### src/verilog/word_fifo.sv
module word_fifo #(
    parameter int  DEPTH = 8,
    parameter type T     = logic [15:0]
) (
    input  logic clk,
    input  logic fifoIn_rst,
    input  logic push,
    input  T     push_data,
    input  logic pop,
    output T     pop_data,
    output logic not_empty,
    output logic full
);
    localparam int PTR_BITS = (DEPTH > 1) ? $clog2(DEPTH) : 1;
    localparam int CNT_BITS = $clog2(DEPTH + 1);

    T                    mem [DEPTH];
    logic [PTR_BITS-1:0] wr_ptr;
    logic [PTR_BITS-1:0] rd_ptr;
    logic [CNT_BITS-1:0] count;
    logic                do_push;
    logic                do_pop;

    // Push while full and pop while empty are dropped
    assign do_push   = push && !full;
    assign do_pop    = pop && not_empty;
    assign not_empty = (count != '0);
    assign full      = (count == CNT_BITS'(DEPTH));
    assign pop_data  = mem[rd_ptr];

    always_ff @(posedge clk) begin
        if (do_push) begin
            mem[wr_ptr] <= push_data;
        end
    end

    always_ff @(posedge clk) begin
        if (!fifoIn_rst) begin
            wr_ptr <= '0;
            rd_ptr <= '0;
            count  <= '0;
        end else begin
            if (do_push) begin
                wr_ptr <= (wr_ptr == PTR_BITS'(DEPTH - 1)) ? '0 : wr_ptr + 1'b1;
            end
            if (do_pop) begin
                rd_ptr <= (rd_ptr == PTR_BITS'(DEPTH - 1)) ? '0 : rd_ptr + 1'b1;
            end
            case ({do_push, do_pop})
                2'b10:   count <= count + 1'b1;
                2'b01:   count <= count - 1'b1;
                default: count <= count;
            endcase
        end
    end

endmodule
### config.mk
export PLATFORM = sky130hd
export DESIGN_NAME = word_fifo
export DESIGN_NICKNAME = d
export VERILOG_FILES = /design/src/verilog/word_fifo.sv
export SDC_FILE = /design/constraint.sdc
export NUM_CORES = 1
export LEC_CHECK = 0
export BUFFER_PORTS_ARGS = -buffer_cell sky130_fd_sc_hd__buf_4
export CAP_MARGIN = 25
export CORE_UTILIZATION = 45
export CTS_BUF_LIST = sky130_fd_sc_hd__clkbuf_8
export CTS_CLUSTER_DIAMETER = 120
export DETAILED_ROUTE_END_ITERATION = 6
export GPL_ROUTABILITY_DRIVEN = 0
export GPL_TIMING_DRIVEN = 0
export SLEW_MARGIN = 20
export SYNTH_ARGS = -nofsm -noshare
export SYNTH_HDL_FRONTEND = slang
export SYNTH_SLANG_ARGS = --single-unit
### constraint.sdc
create_clock -name clk -period 7.7 [get_ports clk]
set_input_delay 1.54 -clock clk [delete_from_list [all_inputs] [get_ports clk]]
set_output_delay 1.54 -clock clk [all_outputs]
set_load 0.05 [all_outputs]
==> flow_summary.ini <==
[outcome]
status = finished, final reports clean

[clock_network]
htreeDepth = 4
numCtsBuffers = 17
post_cts_resized = 0
cts_buffer_depth = 2
cts.sinks = 141
post-cts-setup-buffers = 0
hold_buffers = 0
cts_tree = done
cts_root_buffer = clkbuf_8
cts.clk_slew.worst_paths_ps = 70
clk_latency_ps = 440

[cells_and_area]
final_area_um2 = 6538
drive_gt1_frac = 0.4203
area_delta_synth_final_pct = 18.45
fin_util = 0.5465
nets = 359
diodes = 0

[timing]
max_freq_mhz = 252.3
finalCritPeriodShare = 0.5147
worst_pin_slew_ps = 827.8
finClkSkew_ps = 7.198
finalCriticalPeriod_ps = 3963
setup_viol = 0
rsz0062_at_grt = no
fin_tns_setup_ps = 0
hold_viol = 0
final_max_slew_viol_count = 0
hold_slack_ps = 506.3
slew_headroom = 0.4481

[place]
dp_hpwl_mm = 6.705
place_area_um2 = 6152
port_buffers = 37

[routing]
wl_per_cell_um = 20.67
highest_layer = met4
viasPerCell = 5.425
wl_mm = 10.17
wl_met1_mm = 4.592
remaining_drc_errors = 0
wl_met2_mm = 4.881
dr.pass1.iters = 4
vias = 2669
ant_nets = 0
drtIter0Drc = 165
wl_met3_um = 503

[die]
die_w_um = 112.7
start_util = 0.4614
pin_count = 38
die-area_um2 = 12710
rows = 40
coreArea_um2 = 11960
die_y_um = 112.7

[synthesis]
syn_area_per_cell_um2 = 21.07
synth_area_leaders = edfxtp_1 70%, mux4_2 13%, dfxtp_1 4.7%, mux2_2 3.5%, ha_1 1.6%
yosysTopAreaCell = edfxtp_1
synth_cell_types = 35
yosysSeqAreaShare = 0.7436
yosysWarnings = 0
yosysTopAreaCellShare = 0.6964
netlist_area_um2 = 5519
synth_fp_nets = 289
ys_ff_latch = 141
syn_inst = 262

[power]
power_mw = 2.125
powerDensity_nw_per_um2 = 325.1
ir_worst_vdd_v = 0.0002875
power_leakage_nw = 2.197

[hold_path]
whs_path_depth = 2
min_path_type = reg -> reg

[critical_path]
required_ps = 6160
critPathCaptureType = output port
cp_num_buf_inv = 3
path_class = reg -> out
cp.depth = 4
crit_path_max_incr_delay_ps = 610
worstSetupStartpointType = flip-flop
ff2ff_path_depth = 10
critPathSlowestCell = clkbuf_1
cp_common_cell = clkbuf_1
crit_fanout = 10
worstPathCellList = clkbuf_1 > clkbuf_1 > mux2_2 > buf_4
cp.arrival_ps = 2420
cp_top_family = buffers and inverters

[global_route]
grt_max_degree = 17
grt_first_pass_wirelength_mm = 15.88
grt_pass1_vias = 2849
antenna_found_initial = 0
gr-total-overflow = 0
grt_usage = 0.1801

[flow_run]
drv_cap = 0
-- cell usage after synthesis, drive strengths merged --
cell type  instances
a21bo              1
a21boi             6
a21oi              1
a41oi              1
and2               2
buf                8
clkbuf             4
dfxtp             13
edfxtp           128
ha                 7
inv                1
mux2              17
mux2i              3
mux4              32
nand2              9
nand2b             3
nand3              2
nand3b             1
nor2               3
nor2b              2
nor3               6
nor4               1
nor4b              1
o21ai              1
o41ai              1
or3                3
or3b               1
or4                1
xnor2              1
xor2               2
-- cell families (layout without fill, tap and decap cells) --
group,Yosys count,in the layout,synth area share
adder cells (fa/ha/maj),7,7,0.01587
flip-flops,141,141,0.7436
AND/OR/NAND/NOR,35,35,0.03559
AO/OA/AOI/OAI,11,11,0.01496
buffers and inverters,13,96,0.01451
XOR/XNOR,3,3,0.004762
multiplexers,52,52,0.1707
-- metrics by stage --
stage / worst slack (ps) / cells
after floorplan: 3835 / 262
after global placement: 2089 / 446
after detailed placement: 4133 / 460
after CTS: 3635 / 492
after global routing: 3591 / 492
final: 3737 / 492
-- final timing paths --
| kind | start | to | slack (ps) |
|---|---|---|---|
| min | count[3] | count[3] | 510 |
| min reg2reg | count[3] | count[3] | 510 |
| max reg2reg | count[1] | count[2] | 5100 |
| max | flip-flop | pop_data[12] | 3740 |
-- power breakdown --
group | internal (mW) | switching [mW] | leakage (nW)
Sequential | 0.889 | 0.0314 | 1.27
Clock | 0.301 | 0.256 | 0.211
Combinational | 0.278 | 0.370 | 0.718
-- flip-flops by register name (all words and copies together) (netlist names), named ones only --
name / flops
count: 4
rd_ptr: 3
mem: 128
wr_ptr: 3
-- area by class of cell --
class                      count  area [µm²]
clock buffer                  23       316.6
timing repair buffer          51       415.4
inverter                       1       3.754
clock inverter                 9       68.82
multi-input combinational    108        1369
tap                          147       183.9
fill                         947        5424
buffer                        12       76.32
sequential                   141        4104
-- metal layers --
metal / track usage / up-vias
met3: 0.05678 / 14
met2: 0.2815 / 65
li1: - / 1215
met5: 0 / -
met4: 0.08444 / 0
met1: 0.2313 / 1375
-- worst reg2reg max path, stage by stage (launching register included) --
cell and delay (ps):
dfxtp_1 380, or4_4 580, nand2_1 160, inv_1 90
ha_1 260, xor2_1 170, ha_1 190, a21oi_1 150
xor2_1 100, or3_1 300, a21boi_0 160
-- layout by cell type (no fill, tap or decap), types with 2 or more instances in the layout --
| master | instances |
|---|---|
| a21boi_0 | 4 |
| ha_1 | 7 |
| nand2_1 | 9 |
| mux2i_1 | 3 |
| mux2_2 | 17 |
| clkbuf_8 | 23 |
| nor2b_1 | 2 |
| inv_1 | 4 |
| mux4_2 | 32 |
| buf_2 | 3 |
| nand3_1 | 2 |
| buf_8 | 2 |
| xor2_1 | 2 |
| dfxtp_1 | 13 |
| clkinv_2 | 4 |
| buf_6 | 10 |
| clkbuf_1 | 4 |
| a21boi_1 | 2 |
| buf_1 | 3 |
| nand2b_1 | 3 |
| nor2_2 | 3 |
| edfxtp_1 | 128 |
| or3_1 | 3 |
| nor3_2 | 5 |
| buf_4 | 41 |
(Power assumes the default switching activity.)
