==> src/common/img_pkg.sv <==
package img_pkg;

    // ==============================
    // Widths
    // ==============================
    localparam int PIXEL_BITS    = 12;
    localparam int WORD_BITS     = 16;
    // Enough for a 256 pixel side
    localparam int DIM_BITS      = 9;
    localparam int STAT_BITS     = 18;
    // High pixel bits that decide highlight or shadow
    localparam int STAT_TOP_BITS = 7;

    // ==============================
    // Types
    // ==============================
    typedef logic [PIXEL_BITS-1:0] pixel_t;
    typedef logic [WORD_BITS-1:0]  buf_word_t;
    typedef logic [DIM_BITS-1:0]   dim_t;
    typedef logic [STAT_BITS-1:0]  stat_t;

    // Camera port, sampled on every clock
    typedef struct packed {
        logic   fv;
        logic   lv;
        pixel_t d;
    } pix_in_t;

    // Result of one captured frame
    typedef struct packed {
        dim_t  width;
        dim_t  height;
        stat_t highlight_count;
        stat_t shadow_count;
    } cap_status_t;

endpackage

==> src/pixel_capture/pixel_capture.sv <==
module pixel_capture
    import img_pkg::*;
(
    input  logic        clk,
    input  logic        fifoIn_rst,
    input  logic        arm,
    input  pix_in_t     img,
    output logic        push,
    output pixel_t      pixel,
    output logic        frame_done,
    output cap_status_t status
);
    typedef enum logic [1:0] {
        ST_IDLE,
        ST_WAIT_LOW,
        ST_WAIT_HIGH,
        ST_CAPTURE
    } state_t;

    state_t                   state;
    logic                     lv_prev;
    logic [1:0]               col;
    logic [1:0]               row;
    logic                     take;
    logic                     on_grid;
    logic [STAT_TOP_BITS-1:0] top_bits;

    // The frame starts on the first cycle fv is seen high after the low phase
    assign take     = img.fv && img.lv &&
                      ((state == ST_WAIT_HIGH) || (state == ST_CAPTURE));
    assign on_grid  = (col == 2'd0) && (row == 2'd0);
    assign top_bits = img.d[PIXEL_BITS-1 -: STAT_TOP_BITS];

    // ==============================
    // Frame sync
    // ==============================
    always_ff @(posedge clk) begin
        if (!fifoIn_rst) begin
            state      <= ST_IDLE;
            frame_done <= 1'b0;
        end else begin
            frame_done <= 1'b0;
            if (arm) begin
                state <= ST_WAIT_LOW;
            end else begin
                case (state)
                    // Skip any frame already in progress
                    ST_WAIT_LOW: begin
                        if (!img.fv) begin
                            state <= ST_WAIT_HIGH;
                        end
                    end
                    ST_WAIT_HIGH: begin
                        if (img.fv) begin
                            state <= ST_CAPTURE;
                        end
                    end
                    ST_CAPTURE: begin
                        if (!img.fv) begin
                            frame_done <= 1'b1;
                            state      <= ST_IDLE;
                        end
                    end
                    default: state <= ST_IDLE;
                endcase
            end
        end
    end

    // Push register toward the pixel FIFO
    always_ff @(posedge clk) begin
        if (!fifoIn_rst) begin
            push <= 1'b0;
        end else begin
            push <= take;
        end
    end

    always_ff @(posedge clk) begin
        pixel <= img.d;
    end

    // ==============================
    // Line position
    // ==============================
    always_ff @(posedge clk) begin
        if (!fifoIn_rst) begin
            lv_prev <= 1'b0;
            col     <= '0;
            row     <= '0;
        end else begin
            lv_prev <= img.lv;
            if (!img.lv) begin
                col <= '0;
            end else begin
                col <= col + 1'b1;
            end
            // Row advances at the end of each line
            if (!img.fv) begin
                row <= '0;
            end else if (lv_prev && !img.lv) begin
                row <= row + 1'b1;
            end
        end
    end

    // ==============================
    // Dimensions and statistics
    // ==============================
    always_ff @(posedge clk) begin
        if (!fifoIn_rst || arm) begin
            status <= '0;
        end else if (take) begin
            if (!lv_prev) begin
                status.width  <= DIM_BITS'(1);
                status.height <= status.height + 1'b1;
            end else begin
                status.width <= status.width + 1'b1;
            end
            if (on_grid && (&top_bits)) begin
                status.highlight_count <= status.highlight_count + 1'b1;
            end
            if (on_grid && !(|top_bits)) begin
                status.shadow_count <= status.shadow_count + 1'b1;
            end
        end
    end

endmodule

==> config.mk <==
export PLATFORM = sky130hd
export DESIGN_NAME = pixel_capture
export DESIGN_NICKNAME = d
export VERILOG_FILES = /design/src/common/img_pkg.sv /design/src/pixel_capture/pixel_capture.sv
export SDC_FILE = /design/constraint.sdc
export NUM_CORES = 1
export LEC_CHECK = 0
export BUFFER_PORTS_ARGS = -buffer_cell sky130_fd_sc_hd__clkbuf_2
export CAP_MARGIN = 40
export CORE_UTILIZATION = 55
export DETAILED_ROUTE_END_ITERATION = 16
export GPL_TIMING_DRIVEN = 0
export PLACE_DENSITY = 0.88
export SLEW_MARGIN = 10
export SYNTH_ARGS = -nofsm -noshare
export SYNTH_HDL_FRONTEND = slang
export SYNTH_SLANG_ARGS = --single-unit
==> constraint.sdc <==
create_clock -name clk -period 4 [get_ports clk]
set_input_delay 0.2 -clock clk [delete_from_list [all_inputs] [get_ports clk]]
set_output_delay 0.2 -clock clk [all_outputs]
set_load 0.01 [all_outputs]
==> impl_metrics.env, run 1 <==
export IMPL_status="finished clean"
export IMPL_ys_dominant_reg_cell="dfxtp_1"
export IMPL_wl_mm=6.72
export IMPL_worst_ep_arrival_time_ns=2.55
export IMPL_hold_path_cell_count=1
export IMPL_cts_htree_levels=3
export IMPL_hold_end="pixel[10]$_DFF_P_"
export IMPL_required_ns=4.22
export IMPL_synth_edf_count=0
export IMPL_hp_start="img[10]"
export IMPL_worst_pin_slew_ns=0.740
export IMPL_slew_headroom_pct=50.3
export IMPL_r2r_start="state[1]$_SDFFE_PP0P_"
export IMPL_finalSetupTns_ns=0
export IMPL_rows=26
export IMPL_cts_tree="done"
export IMPL_pwr_density_cell_nw_per_um2=349
export IMPL_syn_nets=359
export IMPL_antenna_found_initial=0
export IMPL_fin_crit_ns=2.33
export IMPL_start_util_pct=58.2
export IMPL_final_cell_mix="84 x clkbuf_2, 75 x dfxtp_1, 54 x nor2_1"
export IMPL_slew_violations=0
export IMPL_ys_ff_latch=75
export IMPL_antenna_cells=0
export IMPL_portBuffers=84
export IMPL_vias=2715
export IMPL_netlist_area_leader_share_pct=49.2
export IMPL_cts_buffers=9
export IMPL_clkSlewWorstSetupHoldPaths_ns=0.07
export IMPL_max_freq_mhz=430
export IMPL_endpoint_kind="flip-flop"
export IMPL_synth_async_reset_ratio_pct=0
export IMPL_reg2reg_to="status[27]$_SDFFE_PP0P_"
export IMPL_first_global_vias=2529
export IMPL_fin_crit_sh_pct=58.2
export IMPL_final_hold_viol_count=0
export IMPL_yosys_area_top_type="dfxtp_1"
export IMPL_hold_buffers=9
export IMPL_ant_nets=0
export IMPL_peakVddDrop_mv=0.235
export IMPL_drive_gt1_share_pct=24.0
export IMPL_cts_buffer_depth=2
export IMPL_firstDrtPassIters=5
export IMPL_postCtsSetupBuffers=0
export IMPL_groute_usage_overall_pct=24.2
export IMPL_pin_count=85
export IMPL_power_leakage_nw=1.54
export IMPL_area_growth_pct=25.3
export IMPL_nNetsFinal=463
export IMPL_cts_root_buf="clkbuf_8"
export IMPL_synth_area_leaders="dfxtp_1 49%, xor2_1 7.5%, nor2_1 6.6%"
export IMPL_layout_commonest_cell="clkbuf_2"
export IMPL_overflow=0
export IMPL_core_sq_um=5240
export IMPL_cts_sinks=75
export IMPL_cap_violations=0
export IMPL_place_congestion=0.825
export IMPL_drc=0
export IMPL_syn_area_sq_um=3050
export IMPL_finalSetupViolCount=0
export IMPL_ctsResizeCount=0
export IMPL_clock_skew_final_ns=0.00303
export IMPL_seq_area_frac_synth_pct=49.2
export IMPL_rrSetupSlack_ns=1.67
export IMPL_drt_iter0_drc=118
export IMPL_rr_worst_depth=7
export IMPL_fp_dieH_microns=76.5
export IMPL_insertion_delay_ns=0.34
export IMPL_yosysWarnings=0
export IMPL_syn_inst=333
export IMPL_rsz0062_at_grt="no"
export IMPL_die_width_microns=76.5
export IMPL_critPathLaunchType="flip-flop"
export IMPL_wl_per_cell_microns=13.1
export IMPL_synth_avg_cell_area_sq_um=9.16
export IMPL_vias_per_cell=5.30
export IMPL_path_class="reg2reg"
export IMPL_worst_path_max_fanout=10
export IMPL_min_path_type="in2reg"
export IMPL_dpl_hpwl_mm=4.78
export IMPL_grt_max_degree=12
export IMPL_die_area_sq_um=5850
export IMPL_grt_pass1_wl_mm=11.2
export IMPL_synthDistinctLibCells=39
export IMPL_total_power_mw=1.33
[through the flow]
stage / cell area [sq um] / setup slack [ns] / cells / utilization, % / hold slack (ns)
6_report: 3820 / 1.67 / 512 / 72.9 / 0.00858
5_1_grt: 3820 / 1.52 / 512 / 72.9 / 0.00207
4_1_cts: 3820 / 1.66 / 512 / 72.9 / 0.00240
3_5_place_dp: 3560 / 1.68 / 487 / 67.9 / 0.304
3_3_place_gp: 3560 / 1.78 / 487 / 67.9 / 0.303
2_1_floorplan: 3050 / 2.14 / 333 / - / 0.228
[power by group]
part	switching (mW)	internal [mW]
registers	0.00499	0.756
logic	0.0347	0.0257
clock network	0.254	0.258
total	0.294	1.04
[worst max-delay path by stage]
stage | slack [ns] | depth (start not counted) | endpoint | startpoint
final | 1.67 | 7 | status[27]$_SDFFE_PP0P_ | state[1]$_SDFFE_PP0P_
after global routing | 1.52 | 7 | status[27]$_SDFFE_PP0P_ | state[1]$_SDFFE_PP0P_
after CTS | 1.66 | 7 | status[27]$_SDFFE_PP0P_ | state[1]$_SDFFE_PP0P_
after detailed placement | 1.68 | 7 | status[27]$_SDFFE_PP0P_ | state[1]$_SDFFE_PP0P_
after global placement | 1.78 | 7 | status[27]$_SDFFE_PP0P_ | state[1]$_SDFFE_PP0P_
after floorplan | 2.14 | 7 | status[17]$_SDFFE_PP0P_ | state[0]$_SDFFE_PN0P_
[cell families (layout without fill, tap and decap cells)]
group,Yosys count,count (layout),share of synthesized area [%]
AND/OR/NAND/NOR,159,159,27.0
flip-flops,75,75,49.2
XOR/XNOR,44,44,12.6
AO/OA/AOI/OAI,25,25,4.60
buffers and inverters,20,129,2.54
adder cells (fa/ha/maj),9,9,3.69
multiplexers,1,1,0.328
[routing by layer]
metal  track usage [%]  vias up  share of wire, %
met2              42.2      100                50
met5                 0        -                 0
met3              4.31        7               6.1
met4              11.9        0               1.3
li1                  -     1344                 -
met1              28.5     1264                43
[cell usage after synthesis (all sizes together) (6+ instances only)]
library cell	number
nand3	12
ha	9
nor4	7
nor2	54
inv	11
nand2	29
a21oi	11
clkbuf	6
xnor2	18
nor3	6
dfxtp	75
or3	6
nand4	20
xor2	26
o21ai	9
[registers in the layout, summed over array words and instances, names as in the netlist]
name        count
status         54
pixel          12
push            1
lv_prev         1
row             2
state           2
col             2
frame_done      1
[final cells by class]
class / count / area (sq um)
fill: 404 / 1420
multi-input combinational: 238 / 1470
clock buffer: 14 / 163
clock inverter: 2 / 10.0
inverter: 11 / 41.3
buffer: 9 / 36.3
tap: 70 / 87.6
timing repair buffer: 93 / 510
sequential: 75 / 1500
[worst max-delay path, stage by stage, from the launching register on]
cell and delay [ns]:
dfxtp_1 0.40, ha_1 0.25, o211ai_1 0.31, nor4b_1 0.53
buf_2 0.32, nand4_1 0.15, xor2_1 0.19, nor2_1 0.05
Note: power is estimated with default switching activity, not from simulation.
==> inputs of run 2 (changes only) <==
- CORE_UTILIZATION: 55 -> 46
- PLACE_DENSITY: 0.88 -> 0.8
- clock period: 4 -> 1.9 ns (I/O delays scaled with it)
==> impl_metrics.env, run 2 (synthesis gave the netlist of run 1 again) <==
export IMPL_groute_usage_overall_pct=21.7
export IMPL_die_area_sq_um=6960
export IMPL_wl_mm=7.43
export IMPL_slew_headroom_pct=60.6
export IMPL_max_stage_delay_ns=0.37
export IMPL_layout_commonest_cell="clkbuf_2"
export IMPL_drc=0
export IMPL_path_cells="inv_2 -> ha_4 -> o211ai_1 -> buf_4 -> nor4b_4 -> buf_4 -> nand4_1 -> xor2_1 -> nor2_1"
export IMPL_p_comb_share_pct=4.9
export IMPL_pwr_share_clk_pct=43.3
export IMPL_rsz0062_at_grt="yes"
export IMPL_multi_input_area_sq_um=1620
export IMPL_rows=29
export IMPL_ant_nets=0
export IMPL_fin_crit_sh_pct=99.9
export IMPL_grt_max_degree=14
export IMPL_drt_iter0_drc=151
export IMPL_final_hold_viol_count=0
export IMPL_cp_slowest_cell="dfxtp_4"
export IMPL_largest_reg_flops=54
export IMPL_cts_buffers=9
export IMPL_peakVddDrop_mv=0.568
export IMPL_die_width_microns=83.4
export IMPL_clock_skew_final_ns=0.00676
export IMPL_crit_top_cell="buf_4"
export IMPL_power_leakage_nw=1.69
export IMPL_switching_share_pct=22.6
export IMPL_vias=2838
export IMPL_regMostFlops="status"
export IMPL_vias_per_cell=5.31
export IMPL_internal_power_mw=2.39
export IMPL_start_util_pct=47.7
export IMPL_overflow=0
export IMPL_cts_root_buf="clkbuf_8"
export IMPL_worst_path_max_fanout=5
export IMPL_path_class="reg2reg"
export IMPL_area_growth_pct=37.4
export IMPL_place_area_sq_um=3570
export IMPL_worst_pin_slew_ns=0.592
export IMPL_cap_violations=0
export IMPL_max_freq_mhz=527
export IMPL_cts_sinks=75
export IMPL_drive_gt1_share_pct=31.1
export IMPL_fin_crit_ns=1.90
export IMPL_endpoint_kind="flip-flop"
export IMPL_slew_violations=0
export IMPL_cts_htree_levels=3
export IMPL_antenna_cells=0
export IMPL_pin_count=85
export IMPL_fin_area_sq_um=4190
export IMPL_final_cell_mix="84 x clkbuf_2, 68 x dfxtp_1, 54 x nor2_1"
export IMPL_firstDrtPassIters=4
export IMPL_p_sw_mw=0.699
export IMPL_antenna_found_initial=0
export IMPL_cts_buffer_depth=2
export IMPL_top_regs="status x54, pixel x12"
export IMPL_grt_pass1_wl_mm=12.2
export IMPL_pwr_share_seq_pct=51.8
export IMPL_pwr_density_cell_nw_per_um2=736
export IMPL_wl_per_cell_microns=13.9
export IMPL_insertion_delay_ns=0.35
export IMPL_status="finished clean"
export IMPL_worst_ep_arrival_time_ns=2.12
export IMPL_clkSlewWorstSetupHoldPaths_ns=0.08
export IMPL_critPathLaunchType="flip-flop"
export IMPL_required_ns=2.12
export IMPL_first_global_vias=2642
export IMPL_dpl_hpwl_mm=4.84
export IMPL_place_congestion=0.808
export IMPL_nNetsFinal=478
export IMPL_total_power_mw=3.09
export IMPL_nFillCells=505
export IMPL_rrSetupSlack_ns=0.003
export IMPL_min_path_type="in2reg"
export IMPL_ff_latch_area_sq_um=1520
export IMPL_finalSetupViolCount=0
export IMPL_core_sq_um=6390
export IMPL_portBuffers=84
export IMPL_fp_dieH_microns=83.4
export IMPL_hold_worst_slack_ns=0.0286
export IMPL_cts_tree="done"
## run 2: changes by cell type in the layout (fill, tap and decap cells not counted), moves of 4 or more
cell	delta
dfxtp_1	-7
buf_4	+10
dlygate4sd3_1	+4
dfxtp_4	+5
clkbuf_1	-4
## run 2: worst max-delay path: cells and delay by family, from the launching register on
kind                       cells  cell delay [ns]
AOI/OAI and AO/OA              1             0.13
xor gates and xnor gates       1             0.17
adders and majority gates      1             0.14
buffers and inverters          3             0.46
DFF                            1             0.37
and+or+nand+nor                3             0.49
## run 2: power by group through the flow
stage               clock network (mW)  logic, mW  registers [mW]
finish                            1.34      0.150            1.60
global route                      1.44      0.165            1.60
CTS                               1.36      0.140            1.60
detailed placement                   0      0.111            1.64
global placement                     0      0.108            1.64
floorplan                            0     0.0490            1.64
## run 2: path summary, 6_finish.rpt
check                                            from  cells after the start                 endpoint
worst max-delay path            state[0]$_SDFFE_PN0P_                      9  status[35]$_SDFFE_PP0P_
worst min-delay path                       fifoIn_rst                      2          push$_SDFF_PN0_
worst max register to register  state[0]$_SDFFE_PN0P_                      9  status[35]$_SDFFE_PP0P_
worst min register to register      col[0]$_SDFF_PN0_                      2        col[0]$_SDFF_PN0_
## run 2: layout make-up
| type | count | share of cell area [%] |
|---|---|---|
| multi-input combinational | 238 | 38.6 |
| sequential | 75 | 36.3 |
| timing repair buffer | 109 | 15.6 |
| clock buffer | 9 | 2.96 |
| tap | 77 | 2.30 |
| clock inverter | 7 | 2.21 |
| buffer | 8 | 0.985 |
| inverter | 11 | 0.985 |
## run 2: metrics by stage
| stage | std cells | worst slack, ns | TNS [ns] | util, % |
|---|---|---|---|---|
| floorplan | 333 | 0.0432 | 0 | - |
| global placement | 494 | -0.334 | -7.96 | 55.8 |
| detailed placement | 494 | -0.396 | -10.97 | 55.8 |
| CTS | 532 | 0.00358 | 0 | 63.8 |
| global route | 534 | -0.0997 | -0.751 | 65.6 |
| finish | 534 | 0.00265 | 0 | 65.6 |
## run 2: timing repair
item                                    in CTS  in global routing
gates resized for setup                     20                 22
gates cloned                                 1                  0
setup buffers                                8                  3
endpoints found under the hold margin       13                  0
endpoints found under the setup margin      43                 38
hold buffers                                13                  0
pin swaps                                    3                 10
## run 2: routing by layer
metal | global-route usage (%) | vias to the layer above | part of all wire (%)
li1 | - | 1377 | -
met1 | 26.9 | 1362 | 42
met2 | 35.8 | 82 | 50
met3 | 4.87 | 17 | 4.8
met4 | 9.71 | 0 | 2.5
met5 | 0 | - | 0
